File: src/logic/noc_flit_pkg.sv
//****************************************
// flit word and link transfer types, shared by the buffers,
// the output stage and the top level of the router port
//****************************************
`default_nettype none

package noc_flit_pkg;

    // width of one flit on every link
    localparam int FLIT_WIDTH = 8;

    typedef logic [FLIT_WIDTH-1:0] flit_word_t;

    // one link transfer
    // write marks a valid flit in this cycle, the link's full signal runs back separately
    typedef struct packed
    {
        logic       write;
        flit_word_t flit;
    } flit_link_t;

endpackage

`default_nettype wire

File: src/logic/flit_fifo.sv
//****************************************
// input flit buffer for one link, two packets deep;
// flags the arbiter once a whole packet is stored
//****************************************
`timescale 1ns/100ps
`default_nettype none

module flit_fifo
    import noc_flit_pkg::*;
#(
    parameter int PACKET_FLITS = 8
)
(
    input  logic       clk,
    input  logic       reset,
    input  flit_link_t wr_link,
    output logic       full,
    input  logic       pop,
    output flit_word_t head,
    output logic       packet_ready
);

    localparam int DEPTH = 2 * PACKET_FLITS;
    localparam int PTR_W = $clog2(DEPTH);
    localparam int CNT_W = $clog2(DEPTH + 1);

    typedef logic [PTR_W-1:0] fifo_ptr_t;
    typedef logic [CNT_W-1:0] fifo_cnt_t;

    localparam fifo_ptr_t LAST_SLOT = fifo_ptr_t'(DEPTH - 1);

    flit_word_t mem [DEPTH];
    fifo_ptr_t  wr_ptr;
    fifo_ptr_t  rd_ptr;
    fifo_cnt_t  count;
    logic       push;
    logic       take;

    // depth need not be a power of two
    function automatic fifo_ptr_t next_ptr(input fifo_ptr_t ptr);
        return (ptr == LAST_SLOT) ? '0 : ptr + 1'b1;
    endfunction

    assign push = wr_link.write && !full;
    // never pop an empty buffer
    assign take = pop && (count != '0);

    assign full         = (count == fifo_cnt_t'(DEPTH));
    assign packet_ready = (count >= fifo_cnt_t'(PACKET_FLITS));
    assign head         = mem[rd_ptr];

    always_ff @(posedge clk)
    begin
        if (push)
            mem[wr_ptr] <= wr_link.flit;
    end

    always_ff @(posedge clk or posedge reset)
    begin
        if (reset)
        begin
            wr_ptr <= '0;
            rd_ptr <= '0;
            count  <= '0;
        end
        else
        begin
            if (push)
                wr_ptr <= next_ptr(wr_ptr);
            if (take)
                rd_ptr <= next_ptr(rd_ptr);
            if (push && !take)
                count <= count + 1'b1;
            else if (take && !push)
                count <= count - 1'b1;
        end
    end

endmodule

`default_nettype wire

File: config.mk
export PLATFORM = sky130hd
export DESIGN_NAME = flit_fifo
export DESIGN_NICKNAME = d
export VERILOG_FILES = /design/src/logic/noc_flit_pkg.sv /design/src/logic/flit_fifo.sv
export SDC_FILE = /design/constraint.sdc
export NUM_CORES = 1
export LEC_CHECK = 0
export BUFFER_PORTS_ARGS = -buffer_cell sky130_fd_sc_hd__buf_2
export CAP_MARGIN = 20
export CORE_UTILIZATION = 55
export CTS_CLUSTER_DIAMETER = 120
export DETAILED_ROUTE_END_ITERATION = 10
export GPL_TIMING_DRIVEN = 0
export HOLD_SLACK_MARGIN = 0.05
export PLACE_DENSITY_LB_ADDON = 0.3
export SLEW_MARGIN = 20
export SYNTH_ARGS = -nofsm -noshare
export SYNTH_HDL_FRONTEND = slang
export SYNTH_SLANG_ARGS = --single-unit
export TNS_END_PERCENT = 10
File: constraint.sdc
create_clock -name clk -period 2.5 [get_ports clk]
set_input_delay 0.25 -clock clk [delete_from_list [all_inputs] [get_ports clk]]
set_output_delay 0.25 -clock clk [all_outputs]
set_load 0.005 [all_outputs]
==> results.txt <==
The flow ran to the end, but the final reports show violations. The final reports fail on negative setup slack. The placed wire-length estimate after detailed placement came out at 7551 µm. After synthesis the cells add up to 5893 µm². The worst setup path is captured at an output port.

The synthesis-stage register bit count is 141. The worst-margin pin slew came out at 830.2 ps. The pre-antenna-repair detailed-routing pass consisted of 5 iterations. The net total in the final layout is 398.

Synthesis produced a netlist whose cell count is 327. The H-tree depth came out at 4. The maximum number of buffers from clock root to sink is 2. Clock-pin slew was measured on the worst setup and hold paths at 60 ps.

The total power density per cell area came out at 1217 nW/µm². The overall die area is 11130 µm². The DRC violation total after the first TritonRoute iteration came out at 259. The post-synth net total came out at 350.

The critical-path maximum fanout came out at 5. The number of warning messages in the yosys log came out at 0. The filler cells instantiated in the layout total 653. The sum of routed wire length over all layers is 12480 µm. The cell that appears most often on the critical path is sky130_fd_sc_hd__buf_6. The number of cells on the worst reg-to-reg path is 10.

The initial core utilization is 0.5683. The time the worst path needs with I/O delays and setup came out at 2623 ps. During placement, the flow inserted port buffers numbering 21. Walking the worst path, the cells encountered are buf_6, buf_6, mux2_4, o221ai_4, and2b_1, a221o_1, buf_2. The number of vias after detailed routing is 3131. The post-detailed-route wirelength per cell came out at 23.82 µm. The pin count of the biggest net entering global routing is 17. Of the synthesized area, sequential elements account for 0.7074. The kind of launch point of the worst setup path is a flip-flop. The count of pins over their slew limit came out at 0. 22 I/O pins were placed. The slack of the worst reg-to-reg path came out at -70 ps. The synthesized area divided by synthesized cell count came out at 18.02 µm².

The number of hold violations in the final report came out at 0. The startpoint of the most critical register-to-register path is count[1]$_DFFE_PP0P_. For hold timing, the worst endpoint is rd_ptr[1]$_DFFE_PP0P_. In this run the most critical hold path is launched from pop. The first global-routing pass estimated 19020 µm of wire. After detailed placement, the total cell area comes to 6207 µm².

The critical path is of the reg -> out type. The top-area cell type share of the netlist area came out at 0.6522. Among all cell types in the netlist, the one instantiated most often is sky130_fd_sc_hd__edfxtp_1. The layout-stage area growth over the synthesis result came out at 20.87%. The leftover overflow at the end of global routing is 0. The core area came out at 10370 µm². The clock net in this run drives a total of 141 sinks. The leakage power summed over all cells came out at 0.002501 µW. The cell count of the worst hold path is 4. The maximum ir drop on the vdd rail is 0.0008285 V. In this run the tightest slew margin relative to its limit is 0.4445. The number of global-route vias before repair is 3248. Using the TritonRoute via totals, the vias-per-cell ratio works out to 5.975. The final antenna diode count is 0. The total number of placement rows came out at 37. The slowest stage of the critical path belongs to the cell sky130_fd_sc_hd__dfrtp_1. At the worst endpoint, the required time is 2250 ps.

TritonCTS built the clock tree. At the placement stage, the worst setup path has a slack of -225.9 ps. For this run, the leading register cell type out of synthesis is sky130_fd_sc_hd__edfxtp_1. The floorplan step set the die height to 105.5 µm. The final instance area is 7123 µm². The type of the most critical hold path is in -> reg. The part of the cycle the worst path needs came out at 1.049.

In the synthesized netlist the async set-or-reset flop fraction comes to 0.09220. The total power is 8666 µW. The placer's final routability congestion estimate is 0.8723. The post-route DRC violation count is 0.

The largest area contributor in the synthesized netlist is sky130_fd_sc_hd__edfxtp_1. On the worst path, the slowest cell contributes a delay of 390 ps. The TritonCTS buffer count came out at 17. The number of antenna violations at the first check in global routing came out at 0. The data arrival at the endpoint of the critical path is 2370 ps. The final count of negative-setup-slack endpoints is 9. The achievable frequency is 0.3812 GHz. Setup repair after global routing could not meet its margin everywhere. The number of max-cap violations is 0.

The die width came out at 105.5 µm. The tree is rooted in a sky130_fd_sc_hd__clkbuf_8. The number of flops mapped to enable cells by yosys came out at 128. The post-route clock skew is 8.649 ps. By area the synthesized netlist is led by sky130_fd_sc_hd__edfxtp_1, sky130_fd_sc_hd__mux4_2, sky130_fd_sc_hd__dfrtp_1. The number of nets with antenna violations after routing is 0. The minimum setup slack in the final design is -123.3 ps. In this run the critical register-to-register path is captured at count[4]$_DFFE_PP0P_. In this run, distinct cell masters in the synthesized netlist total 41. In the global route stage, overall resource usage came out at 0.2435.

The clock latency reported for the late side of the worst-skew pair is 510 ps. The share of post-route cells with drive strength above 1 is 0.3479. After synthesis, the most frequently instantiated cells are sky130_fd_sc_hd__edfxtp_1, sky130_fd_sc_hd__mux4_2, sky130_fd_sc_hd__inv_1, sky130_fd_sc_hd__nor2_1, sky130_fd_sc_hd__nand2_1.
==> report_power, final <==
part / switching, µW / internal (µW)
logic: 1590 / 1470
clock network: 952 / 1620
registers: 147 / 2880
==> worst max-delay path by stage <==
stage / start / endpoint / slack, ps / depth (start not counted)
after detailed placement: count[0]$_DFFE_PP0P_ / count[4]$_DFFE_PP0P_ / -230 / 10
after global routing: rd_ptr[1]$_DFFE_PP0P_ / head[0] / -200 / 7
after CTS: rd_ptr[1]$_DFFE_PP0P_ / head[1] / -130 / 7
after global placement: count[0]$_DFFE_PP0P_ / count[4]$_DFFE_PP0P_ / -210 / 10
after floorplan: count[0]$_DFFE_PP0P_ / count[4]$_DFFE_PP0P_ / 9 / 10
final: rd_ptr[1]$_DFFE_PP0P_ / head[0] / -120 / 7
==> critical path: cells and delay by family (launching register included) <==
family                 cells  cell delay (ps)
AOI/OAI and AO/OA          2              500
buffers and inverters      3              430
DFF                        1              390
and+or+nand+nor            1              230
muxes                      1              310
==> cell families (layout without fill, tap and decap cells) <==
| family | count (synthesis) | after routing | share of synthesized area |
|---|---|---|---|
| xor gates and xnor gates | 6 | 6 | 0.008917 |
| adders and majority gates | 11 | 11 | 0.02463 |
| AOI/OAI and AO/OA | 39 | 39 | 0.05011 |
| muxes | 42 | 42 | 0.1321 |
| buffers and inverters | 33 | 94 | 0.03163 |
| DFF | 141 | 141 | 0.7074 |
| and+or+nand+nor | 55 | 55 | 0.04523 |
==> cells in the final DEF, fill, tap and decap left out, drive strengths merged, types with 4 or more instances in the layout <==
master | netlist | final
a221o | 8 | 8
and2b | 6 | 6
buf | 10 | 38
bufinv | 0 | 4
clkbuf | 6 | 24
clkinv | 0 | 4
clkinvlp | 0 | 4
dfrtp | 13 | 13
edfxtp | 128 | 128
ha | 10 | 10
inv | 17 | 19
mux2 | 16 | 16
mux4 | 24 | 24
nand2 | 15 | 15
nand3 | 4 | 4
nor2 | 16 | 16
nor3 | 5 | 5
o21ai | 14 | 14
o221ai | 8 | 8
xnor2 | 5 | 5
==> state kept, by name, summed over array words and instances, names as in the netlist <==
name    flops
count       5
mem       128
rd_ptr      4
wr_ptr      4
==> timing repair <==
item,CTS,global route
setup buffers,6,0
pin swaps,6,2
hold buffers,1,0
setup endpoints to repair,10,10
gates cloned,1,0
endpoints found under the hold margin,13,0
gates resized for setup,45,5
==> per-layer routing <==
metal	wire length, µm	share of wire	track usage	vias up
li1	-	-	-	1382
met1	4999	0.40	0.3139	1620
met2	6588	0.53	0.4070	110
met3	641	0.051	0.05380	19
met4	255	0.020	0.09425	0
met5	0	0	0	-
==> through the flow <==
step / std cells / setup TNS [ps] / utilization / hold slack [ps]
floorplan: 327 / 0 / - / 127.0
global placement: 484 / -213.3 / 0.5966 / 317.3
detailed placement: 484 / -238.6 / 0.5986 / 320.1
CTS: 524 / -911.3 / 0.6862 / 107.2
global route: 524 / -1562 / 0.6869 / 113.7
finish: 524 / -867.0 / 0.6869 / 128.8
==> layout make-up <==
cell class | count | area (µm²) | share of cell area
multi-input combinational | 153 | 1738 | 0.2440
inverter | 17 | 66.31 | 0.009310
clock buffer | 18 | 417.9 | 0.05867
timing repair buffer | 29 | 191.4 | 0.02688
clock inverter | 14 | 192.7 | 0.02705
tap | 136 | 170.2 | 0.02389
sequential | 141 | 4170 | 0.5855
buffer | 16 | 176.4 | 0.02477
Power figures use the tool's default switching activity.
