==> config.mk <==
export PLATFORM = sky130hd
export DESIGN_NAME = switch_output_stage
export DESIGN_NICKNAME = d
export VERILOG_FILES = /design/src/logic/noc_flit_pkg.sv /design/src/logic/noc_port_pkg.sv /design/src/logic/switch_output_stage.sv
export SDC_FILE = /design/constraint.sdc
export NUM_CORES = 1
export LEC_CHECK = 0
export BUFFER_PORTS_ARGS = -buffer_cell sky130_fd_sc_hd__buf_2
export CORE_MARGIN = 8
export CORE_UTILIZATION = 42
export CTS_CLUSTER_DIAMETER = 100
export DETAILED_ROUTE_END_ITERATION = 10
export GPL_TIMING_DRIVEN = 0
export HOLD_SLACK_MARGIN = 0.05
export PLACE_DENSITY_LB_ADDON = 0.25
export SLEW_MARGIN = 40
export SYNTH_ARGS = -nofsm -noshare
export SYNTH_HDL_FRONTEND = slang
export SYNTH_SLANG_ARGS = --single-unit
==> constraint.sdc <==
create_clock -name clk -period 2.3 [get_ports clk]
set_clock_uncertainty 0.05 [all_clocks]
set_input_delay 0.23 -clock clk [delete_from_list [all_inputs] [get_ports clk]]
set_output_delay 0.23 -clock clk [all_outputs]
set_load 0.01 [all_outputs]
==> src/logic/noc_flit_pkg.sv <==
//****************************************
// flit word and link transfer types, shared by the buffers,
// the output stage and the top level of the router port
//****************************************
`default_nettype none

package noc_flit_pkg;

    // width of one flit on every link
    localparam int FLIT_WIDTH = 8;

    typedef logic [FLIT_WIDTH-1:0] flit_word_t;

    // one link transfer
    // write marks a valid flit in this cycle, the link's full signal runs back separately
    typedef struct packed
    {
        logic       write;
        flit_word_t flit;
    } flit_link_t;

endpackage

`default_nettype wire

==> src/logic/noc_port_pkg.sv <==
//****************************************
// port numbering, crossbar select codes and arbiter states
// for the five-input router output port
//****************************************
`default_nettype none

package noc_port_pkg;

    // local, north, south, east, west
    localparam int NUM_PORTS = 5;

    // bit 0 local, 1 north, 2 south, 3 east, 4 west
    typedef logic [NUM_PORTS-1:0] port_vec_t;

    // crossbar select, also used as a port index
    typedef logic [2:0] port_sel_t;

    localparam port_sel_t SEL_LOCAL = 3'd0;
    localparam port_sel_t SEL_NORTH = 3'd1;
    localparam port_sel_t SEL_SOUTH = 3'd2;
    localparam port_sel_t SEL_EAST  = 3'd3;
    localparam port_sel_t SEL_WEST  = 3'd4;
    localparam port_sel_t SEL_NONE  = 3'd5;

    // packet arbiter FSM
    typedef enum logic [1:0]
    {
        ARB_IDLE,
        ARB_NOLOAD,
        ARB_ARBITRATE,
        ARB_SENDING
    } arb_state_e;

endpackage

`default_nettype wire

==> src/logic/switch_output_stage.sv <==
//****************************************
// crossbar mux and two-entry output skid buffer;
// pops the granted input buffer for each flit sent
//****************************************
`timescale 1ns/100ps
`default_nettype none

module switch_output_stage
    import noc_flit_pkg::*;
    import noc_port_pkg::*;
#(
    parameter int PACKET_FLITS = 8
)
(
    input  logic       clk,
    input  logic       reset,
    input  flit_word_t heads [NUM_PORTS],
    input  port_sel_t  crossbar_control,
    input  port_vec_t  grant_vec,
    input  logic       write_request,
    output port_vec_t  pop,
    output logic       stage_full,
    output flit_link_t out_link,
    input  logic       out_full
);

    flit_word_t xbar_flit;
    flit_word_t slot0;
    flit_word_t slot1;
    logic [1:0] used;
    logic       drain;

    // crossbar select stays fixed for the whole packet
    always_comb
    begin
        xbar_flit = '0;
        for (int i = 0; i < NUM_PORTS; i++)
        begin
            if (crossbar_control == port_sel_t'(i))
                xbar_flit = heads[i];
        end
    end

    assign pop = grant_vec & {NUM_PORTS{write_request}};

    // registered count and out_full only, no path from the pop
    assign stage_full = (used == 2'd2) || ((used == 2'd1) && out_full);
    assign drain      = (used != 2'd0) && !out_full;
    assign out_link   = '{write: (used != 2'd0), flit: slot0};

    // slot0 is always the flit on the link
    always_ff @(posedge clk)
    begin
        case ({write_request, drain})
            2'b10:
                if (used == 2'd0)
                    slot0 <= xbar_flit;
                else
                    slot1 <= xbar_flit;
            2'b01:
                slot0 <= slot1;
            2'b11:
                if (used == 2'd1)
                    slot0 <= xbar_flit;
                else
                begin
                    slot0 <= slot1;
                    slot1 <= xbar_flit;
                end
            default:
                ;
        endcase
    end

    always_ff @(posedge clk or posedge reset)
    begin
        if (reset)
            used <= 2'd0;
        else if (write_request && !drain)
            used <= used + 2'd1;
        else if (drain && !write_request)
            used <= used - 2'd1;
    end

endmodule

`default_nettype wire

==> results of run 1 <==
==> cell type report <==
type | count | area (µm²)
sequential | 18 | 531
clock inverter | 1 | 3.75
fill | 300 | 1440
clock buffer | 3 | 22.5
inverter | 7 | 26.3
tap | 46 | 57.6
multi-input combinational | 103 | 812
buffer | 8 | 58.8
timing repair buffer | 68 | 360
==> flip-flops by register name, indices dropped and copies added (netlist names) <==
signal,cells
slot1,8
slot0,8
used,2
==> layout by cell type (no fill, tap or decap), drive strengths merged, types with 2 or more instances in the layout <==
master and n:
o211ai 2, nand2 11, nand3 7, inv 7, dfrtp 2, nor2b 7, mux2i 8, a211o 6
a41oi 6, a32oi 6, o21ai 12, ha 6, a221o 7, clkbuf 7, edfxtp 16, nor2 3
buf 71, and2 6, a21boi 7
==> through the flow <==
step	setup WS (ns)	cells
3_3_place_gp	-0.298	249
5_1_grt	0.0513	254
3_5_place_dp	-0.320	249
4_1_cts	0.0217	254
6_report	0.110	254
2_1_floorplan	0.110	137
==> worst register-to-register path: stages (launching register included) <==
cell and delay [ns]:
sky130_fd_sc_hd__dfrtp_1 0.42, sky130_fd_sc_hd__inv_1 0.08, sky130_fd_sc_hd__ha_1 0.23, sky130_fd_sc_hd__nor2_1 0.19, sky130_fd_sc_hd__ha_1 0.38, sky130_fd_sc_hd__nor2_1 0.22
sky130_fd_sc_hd__a221o_1 0.37
==> per-layer routing <==
layer	global-route usage	share of wire	wire, µm	vias to the layer above
met1	0.184	0.46	1800	625
met4	0.0587	0.014	55	0
li1	-	-	-	676
met3	0.0296	0.097	381	4
met2	0.205	0.43	1680	74
met5	0	0	0	-
==> repair_timing <==
action	CTS	global route
endpoints found under the setup margin	10	13
hold buffers	1	0
setup buffers	1	0
gates resized for setup	1	4
hold endpoints to repair	2	0
==> power by group <==
part / internal, W / switching, W
registers: 0.000520 / 0.0000454
logic: 0.000294 / 0.000384
clock network: 0.0000633 / 0.000102
total: 0.000877 / 0.000531
==> cells by family after synthesis <==
kind of cell,count (synthesis),synth area share
simple gates,37,0.144
flops,18,0.372
fa+ha+maj,6,0.0527
mux,9,0.0746
buf+inv,16,0.0606
compound gates,49,0.284
xor+xnor,2,0.0123
==> worst paths after layout <==
check	startpoint	end	slack [ns]	cells past startpoint
setup / recovery	used[0]$_DFFE_PP0P_	slot0[3]$_DFFE_PP_	0.11	6
hold / removal	heads[6]	slot1[6]$_DFFE_PP_	0.21	3
setup reg to reg	used[0]$_DFFE_PP0P_	slot0[3]$_DFFE_PP_	0.11	6
hold reg to reg	used[0]$_DFFE_PP0P_	used[0]$_DFFE_PP0P_	0.49	1
max in group asynchronous	reset	used[0]$_DFFE_PP0P_	1.84	3
min in group asynchronous	reset	used[1]$_DFFE_PP0P_	0.26	3
==> results.tsv, run 1 <==
metric	value	unit
worstPathCellList	inv_1 > ha_1 > nor2_1 > ha_1 > nor2_1 > a221o_1	
setup.worst_path.end_class	flop	
worstSetupPathType	flop to flop	
dr_total_vias	1379	
die-width	74.3	µm
report.final.hold_viol_count	0	
synth_top_area_frac	0.337	
syn_area_per_cell	10.4	µm²
top_level_pins	67	
worst_pin_slew	0.664	ns
fin_setup_tns	0	ns
place_area	1810	µm²
drcViolationCount	0	
coreArea	3310	µm²
power_leakage	0.861	nW
clock_insertion_delay_worst_skew	0.30	ns
floorplan.rows	21	
n_antenna_cell	0	
hpwl	3220	µm
detail-route-antenna-nets	0	
post_synth_main_area_contributors	sky130_fd_sc_hd__edfxtp_1, sky130_fd_sc_hd__mux2i_1, sky130_fd_sc_hd__ha_1, sky130_fd_sc_hd__a221o_1, sky130_fd_sc_hd__o21ai_0	
final_layout_size_suffix_gt1_frac	0.404	
rsz0062_at_grt	no	
io_buffers	66	
layout-area-overhead-vs-synth	31.3	%
clkTransAtPathRegs	0.11	ns
finalInstanceArea	1870	µm²
grt_first_pass_wirelength	6020	µm
initial_core_util	0.430	
hold-worst-slack	0.211	ns
final_period_minus_worst_setup_slack	2.19	ns
yosysSeqAreaShare	0.372	
yosysUniqueCellTypes	34	
setup-violations-final	0	
utilization	0.565	
maxClockFrequency	457	MHz
drtIter0Drc	92	
synth-edff-count	16	
gp_congestion	0.795	
critical_path.top_delay_family	adder cells	
timing.max_cap.violations	0	
number_of_standard_cells_after_synthesis	137	
start_kind	flop	
fin_total_pwr	0.00141	W
pwr_density_cell	752	nW/µm²
detail_route.first_pass.iterations	4	
grt_pass1_vias	1387	
numClockSinks	18	
critical_path.slowest_cell	sky130_fd_sc_hd__dfrtp_1	
clock_buffers_created_by_tritoncts	3	
tritoncts	yes	
synth.top_cells.by_count	sky130_fd_sc_hd__edfxtp_1, sky130_fd_sc_hd__o21ai_0, sky130_fd_sc_hd__nand2_1	
run_status	complete, no violations	
synthMostInstantiatedCell	sky130_fd_sc_hd__edfxtp_1	
ir_worst_vdd	0.000192	V
grtUsageTotal	0.137	
arrival	2.19	ns
grt_antenna_before_repair	0	
global_route.overflow_total	0	
die_area	5510	µm²
synth_top_area_cell	sky130_fd_sc_hd__edfxtp_1	
slew_headroom	0.554	
min_period_over_period	0.952	
critPathMaxStageDelay	0.42	ns
syn_std_cell_area	1430	µm²
final_max_tran_viols	0	
critPathMaxFanout	9	
cts.htree.levels	1	
post_drt_via_cell_ratio	5.43	
post_drt_wl_per_cell	15.4	µm
postSynth.topFlopCell	sky130_fd_sc_hd__edfxtp_1	
dieHeight	74.3	µm
timing.hold.worst.class	input pin to flop	
pin_count_of_the_biggest_net_entering_global_routing	11	
yosys_synthesis_warning_count	0	
worst_ep_required_time	2.30	ns
design.final.nets	267	
yosys_register_bits	18	
synthArstFlopShare	0.111	
critical_path.n_buffers_inverters	1	
drt_wl_total	3920	µm
cts-root-to-sink-buffers	2	
synth.net_count	195	
root_buffer	sky130_fd_sc_hd__clkbuf_4	
(Power assumes the default switching activity.)
==> run 2, diff against run 1 <==
--- a/config.mk
+++ b/config.mk
@@ -7,7 +7,7 @@
 export LEC_CHECK = 0
 export BUFFER_PORTS_ARGS = -buffer_cell sky130_fd_sc_hd__buf_2
 export CORE_MARGIN = 8
-export CORE_UTILIZATION = 42
+export CORE_UTILIZATION = 46
 export CTS_CLUSTER_DIAMETER = 100
 export DETAILED_ROUTE_END_ITERATION = 10
 export GPL_TIMING_DRIVEN = 0
==> constraint.sdc (replaced) <==
create_clock -name clk -period 2.2 [get_ports clk]
set_clock_uncertainty 0.05 [all_clocks]
set_input_delay 0.22 -clock clk [delete_from_list [all_inputs] [get_ports clk]]
set_output_delay 0.22 -clock clk [all_outputs]
set_load 0.01 [all_outputs]
==> run 2 against run 1 <==
Effect of this change: final cell count decreased by 5.5%; non-clock buffer count shrank 1; clock power is 4% higher; critical path depth unchanged; register-to-register slack improved by 0.04 ns; total power grew 6.0%; die area down 6.9%; via count grew 2.3%; routed wire length is 3.4% higher; utilization rose by 5.4 points; clock-buffer cell count is the same; maximum frequency up 7.0%; critical endpoint is now slot0[2]$_DFFE_PP_.
==> results.tsv, run 2 (synthesized netlist as in run 1, its figures left out) <==
metric	value	unit	change
detail-route-antenna-nets	0		unchanged
min_period_over_period	0.931		was 0.952
dr_total_vias	1411		was 1,379
arrival	2.06	ns	was 2.19 ns
pwr_density_cell	803	nW/µm²	was 752 nW/µm²
commonest_non_fill_non_tap_cell_in_the_layout	sky130_fd_sc_hd__buf_2		unchanged
tritoncts	yes		unchanged
drtIter0Drc	63		was 92
clock_buffers_created_by_tritoncts	3		unchanged
start_kind	flop		unchanged
final_max_tran_viols	0		unchanged
worst_ep_required_time	2.21	ns	was 2.30 ns
worstPathCellList	inv_1 > ha_1 > nor2_2 > ha_2 > nor2_1 > a221o_1		was inv_1 > ha_1 > nor2_1 > ha_1 > nor2_1 > a221o_1
final_period_minus_worst_setup_slack	2.05	ns	was 2.19 ns
layout.cells.non_filler	240		was 254
cts.htree.levels	1		unchanged
hpwl	3330	µm	was 3220 µm
drt_wl_total	4050	µm	was 3920 µm
dpl_worst_slack	-0.417	ns	was -0.320 ns
place_area	1800	µm²	was 1810 µm²
die_area	5140	µm²	was 5510 µm²
pin_count_of_the_biggest_net_entering_global_routing	11		unchanged
grt_pass1_vias	1464		was 1,387
worstSetupPathType	flop to flop		unchanged
timing.critical_path.from	used[0]$_DFFE_PP0P_		unchanged
origin_of_the_critical_flop_to_flop_path	used[0]$_DFFE_PP0P_		unchanged
fin_total_pwr	0.00149	W	was 0.00141 W
run_status	complete, no violations		unchanged
maxClockFrequency	488	MHz	was 457 MHz
rsz0062_at_grt	no		unchanged
post_drt_via_cell_ratio	5.88		was 5.43
design.final.nets	266		was 267
power_leakage	0.858	nW	was 0.861 nW
clkTransAtPathRegs	0.10	ns	was 0.11 ns
worst_pin_slew	0.667	ns	was 0.664 ns
hold_start	heads[6]		unchanged
numClockSinks	18		unchanged
setup.worst_path.end_class	flop		unchanged
floorplan.rows	20		was 21
grt_first_pass_wirelength	6690	µm	was 6020 µm
critPathMaxFanout	9		unchanged
global_route.overflow_total	0		unchanged
initial_core_util	0.475		was 0.430
post_drt_wl_per_cell	16.9	µm	was 15.4 µm
top_level_pins	67		unchanged
grt_antenna_before_repair	0		unchanged
grtUsageTotal	0.160		was 0.137
timing.hold.worst.class	input pin to flop		unchanged
detail_route.first_pass.iterations	4		unchanged
gp_congestion	0.782		was 0.795
placed_cells_incl_taps	236		was 249
slew_headroom	0.552		was 0.554
fin_ws	0.152	ns	was 0.110 ns
setup-violations-final	0		unchanged
io_buffers	66		unchanged
cts-root-to-sink-buffers	2		unchanged
fillCellCount	255		was 300
timing.max_cap.violations	0		unchanged
drcViolationCount	0		unchanged
ir_worst_vdd	0.000339	V	was 0.000192 V
coreArea	3000	µm²	was 3310 µm²
final_cell_mix	sky130_fd_sc_hd__buf_2, sky130_fd_sc_hd__edfxtp_1, sky130_fd_sc_hd__nand2_1, sky130_fd_sc_hd__o21ai_0, sky130_fd_sc_hd__mux2i_1		unchanged
n_antenna_cell	0		unchanged
layout-area-overhead-vs-synth	30.5	%	was 31.3%
report.final.hold_viol_count	0		unchanged
finalInstanceArea	1860	µm²	was 1870 µm²
clock_insertion_delay_worst_skew	0.30	ns	about the same
critPathMaxStageDelay	0.40	ns	was 0.42 ns
dieHeight	71.7	µm	was 74.3 µm
final_layout_size_suffix_gt1_frac	0.415		was 0.404
die-width	71.7	µm	was 74.3 µm
root_buffer	sky130_fd_sc_hd__clkbuf_4		unchanged
largest_registers	slot0 x8, slot1 x8, used x2		unchanged
critical_path.slowest_cell	sky130_fd_sc_hd__dfrtp_1		unchanged
[run 2: changes by cell type in the layout (fill, tap and decap cells not counted)]
cell / delta
sky130_fd_sc_hd__clkbuf_2: -1
sky130_fd_sc_hd__clkbuf_4: +1
sky130_fd_sc_hd__nor2_2: +1
sky130_fd_sc_hd__nor2_1: -1
sky130_fd_sc_hd__clkbuf_1: -1
sky130_fd_sc_hd__ha_1: -1
sky130_fd_sc_hd__ha_2: +1
[run 2: power by group]
| group | internal, W | switching, W |
|---|---|---|
| registers | 0.000544 | 0.0000482 |
| clock network | 0.0000663 | 0.000106 |
| logic | 0.000317 | 0.000411 |
| total | 0.000927 | 0.000565 |
[run 2: per-stage QoR]
step,hold slack [ns],TNS [ns],utilization
2_1_floorplan,-0.0888,0,-
3_3_place_gp,0.0166,-3.51,0.598
3_5_place_dp,0.0276,-4.15,0.598
4_1_cts,0.191,0,0.618
5_1_grt,0.219,0,0.619
6_report,0.201,0,0.619
[run 2: worst paths after layout]
| kind | to | slack [ns] | depth (start not counted) |
|---|---|---|---|
| min in group asynchronous | used[0]$_DFFE_PP0P_ | 0.25 | 3 |
| worst max register to register | slot0[2]$_DFFE_PP_ | 0.15 | 6 |
| worst min register to register | used[0]$_DFFE_PP0P_ | 0.47 | 1 |
| worst min-delay path | slot1[6]$_DFFE_PP_ | 0.20 | 3 |
| max in group asynchronous | used[1]$_DFFE_PP0P_ | 1.75 | 3 |
| worst max-delay path | slot0[2]$_DFFE_PP_ | 0.15 | 6 |
[run 2: cell type report]
class                           count  area (µm²)  share of cell area
Clock buffer                        3        22.5              0.0121
Buffer                              7        57.6              0.0310
Clock inverter                      1        3.75             0.00202
Multi-Input combinational cell    103         817               0.439
Timing Repair Buffer               68         360               0.194
Tap cell                           33        41.3              0.0222
Inverter                            7        26.3              0.0141
Sequential cell                    18         531               0.285
[run 2: what timing repair did]
action                                  in CTS  in global routing
hold endpoints to repair                     2                  0
gates resized for setup                      3                  4
setup buffers                                1                  0
endpoints found under the setup margin      16                 17
hold buffers                                 1                  0
[run 2: worst max-delay path, delay by kind of cell (launching register included)]
family                   cells  cell delay (ns)
buffers and inverters        1             0.08
AO/OA/AOI/OAI                1             0.37
adder cells (fa/ha/maj)      2             0.55
flip-flops                   1             0.40
AND/OR/NAND/NOR              2             0.36
[run 2: layer usage]
metal / vias up / global-route usage / wire, µm
met5: - / 0 / 0
met4: 0 / 0.0726 / 79
met3: 8 / 0.0377 / 326
met2: 71 / 0.277 / 2030
met1: 653 / 0.182 / 1620
li1: 679 / - / -
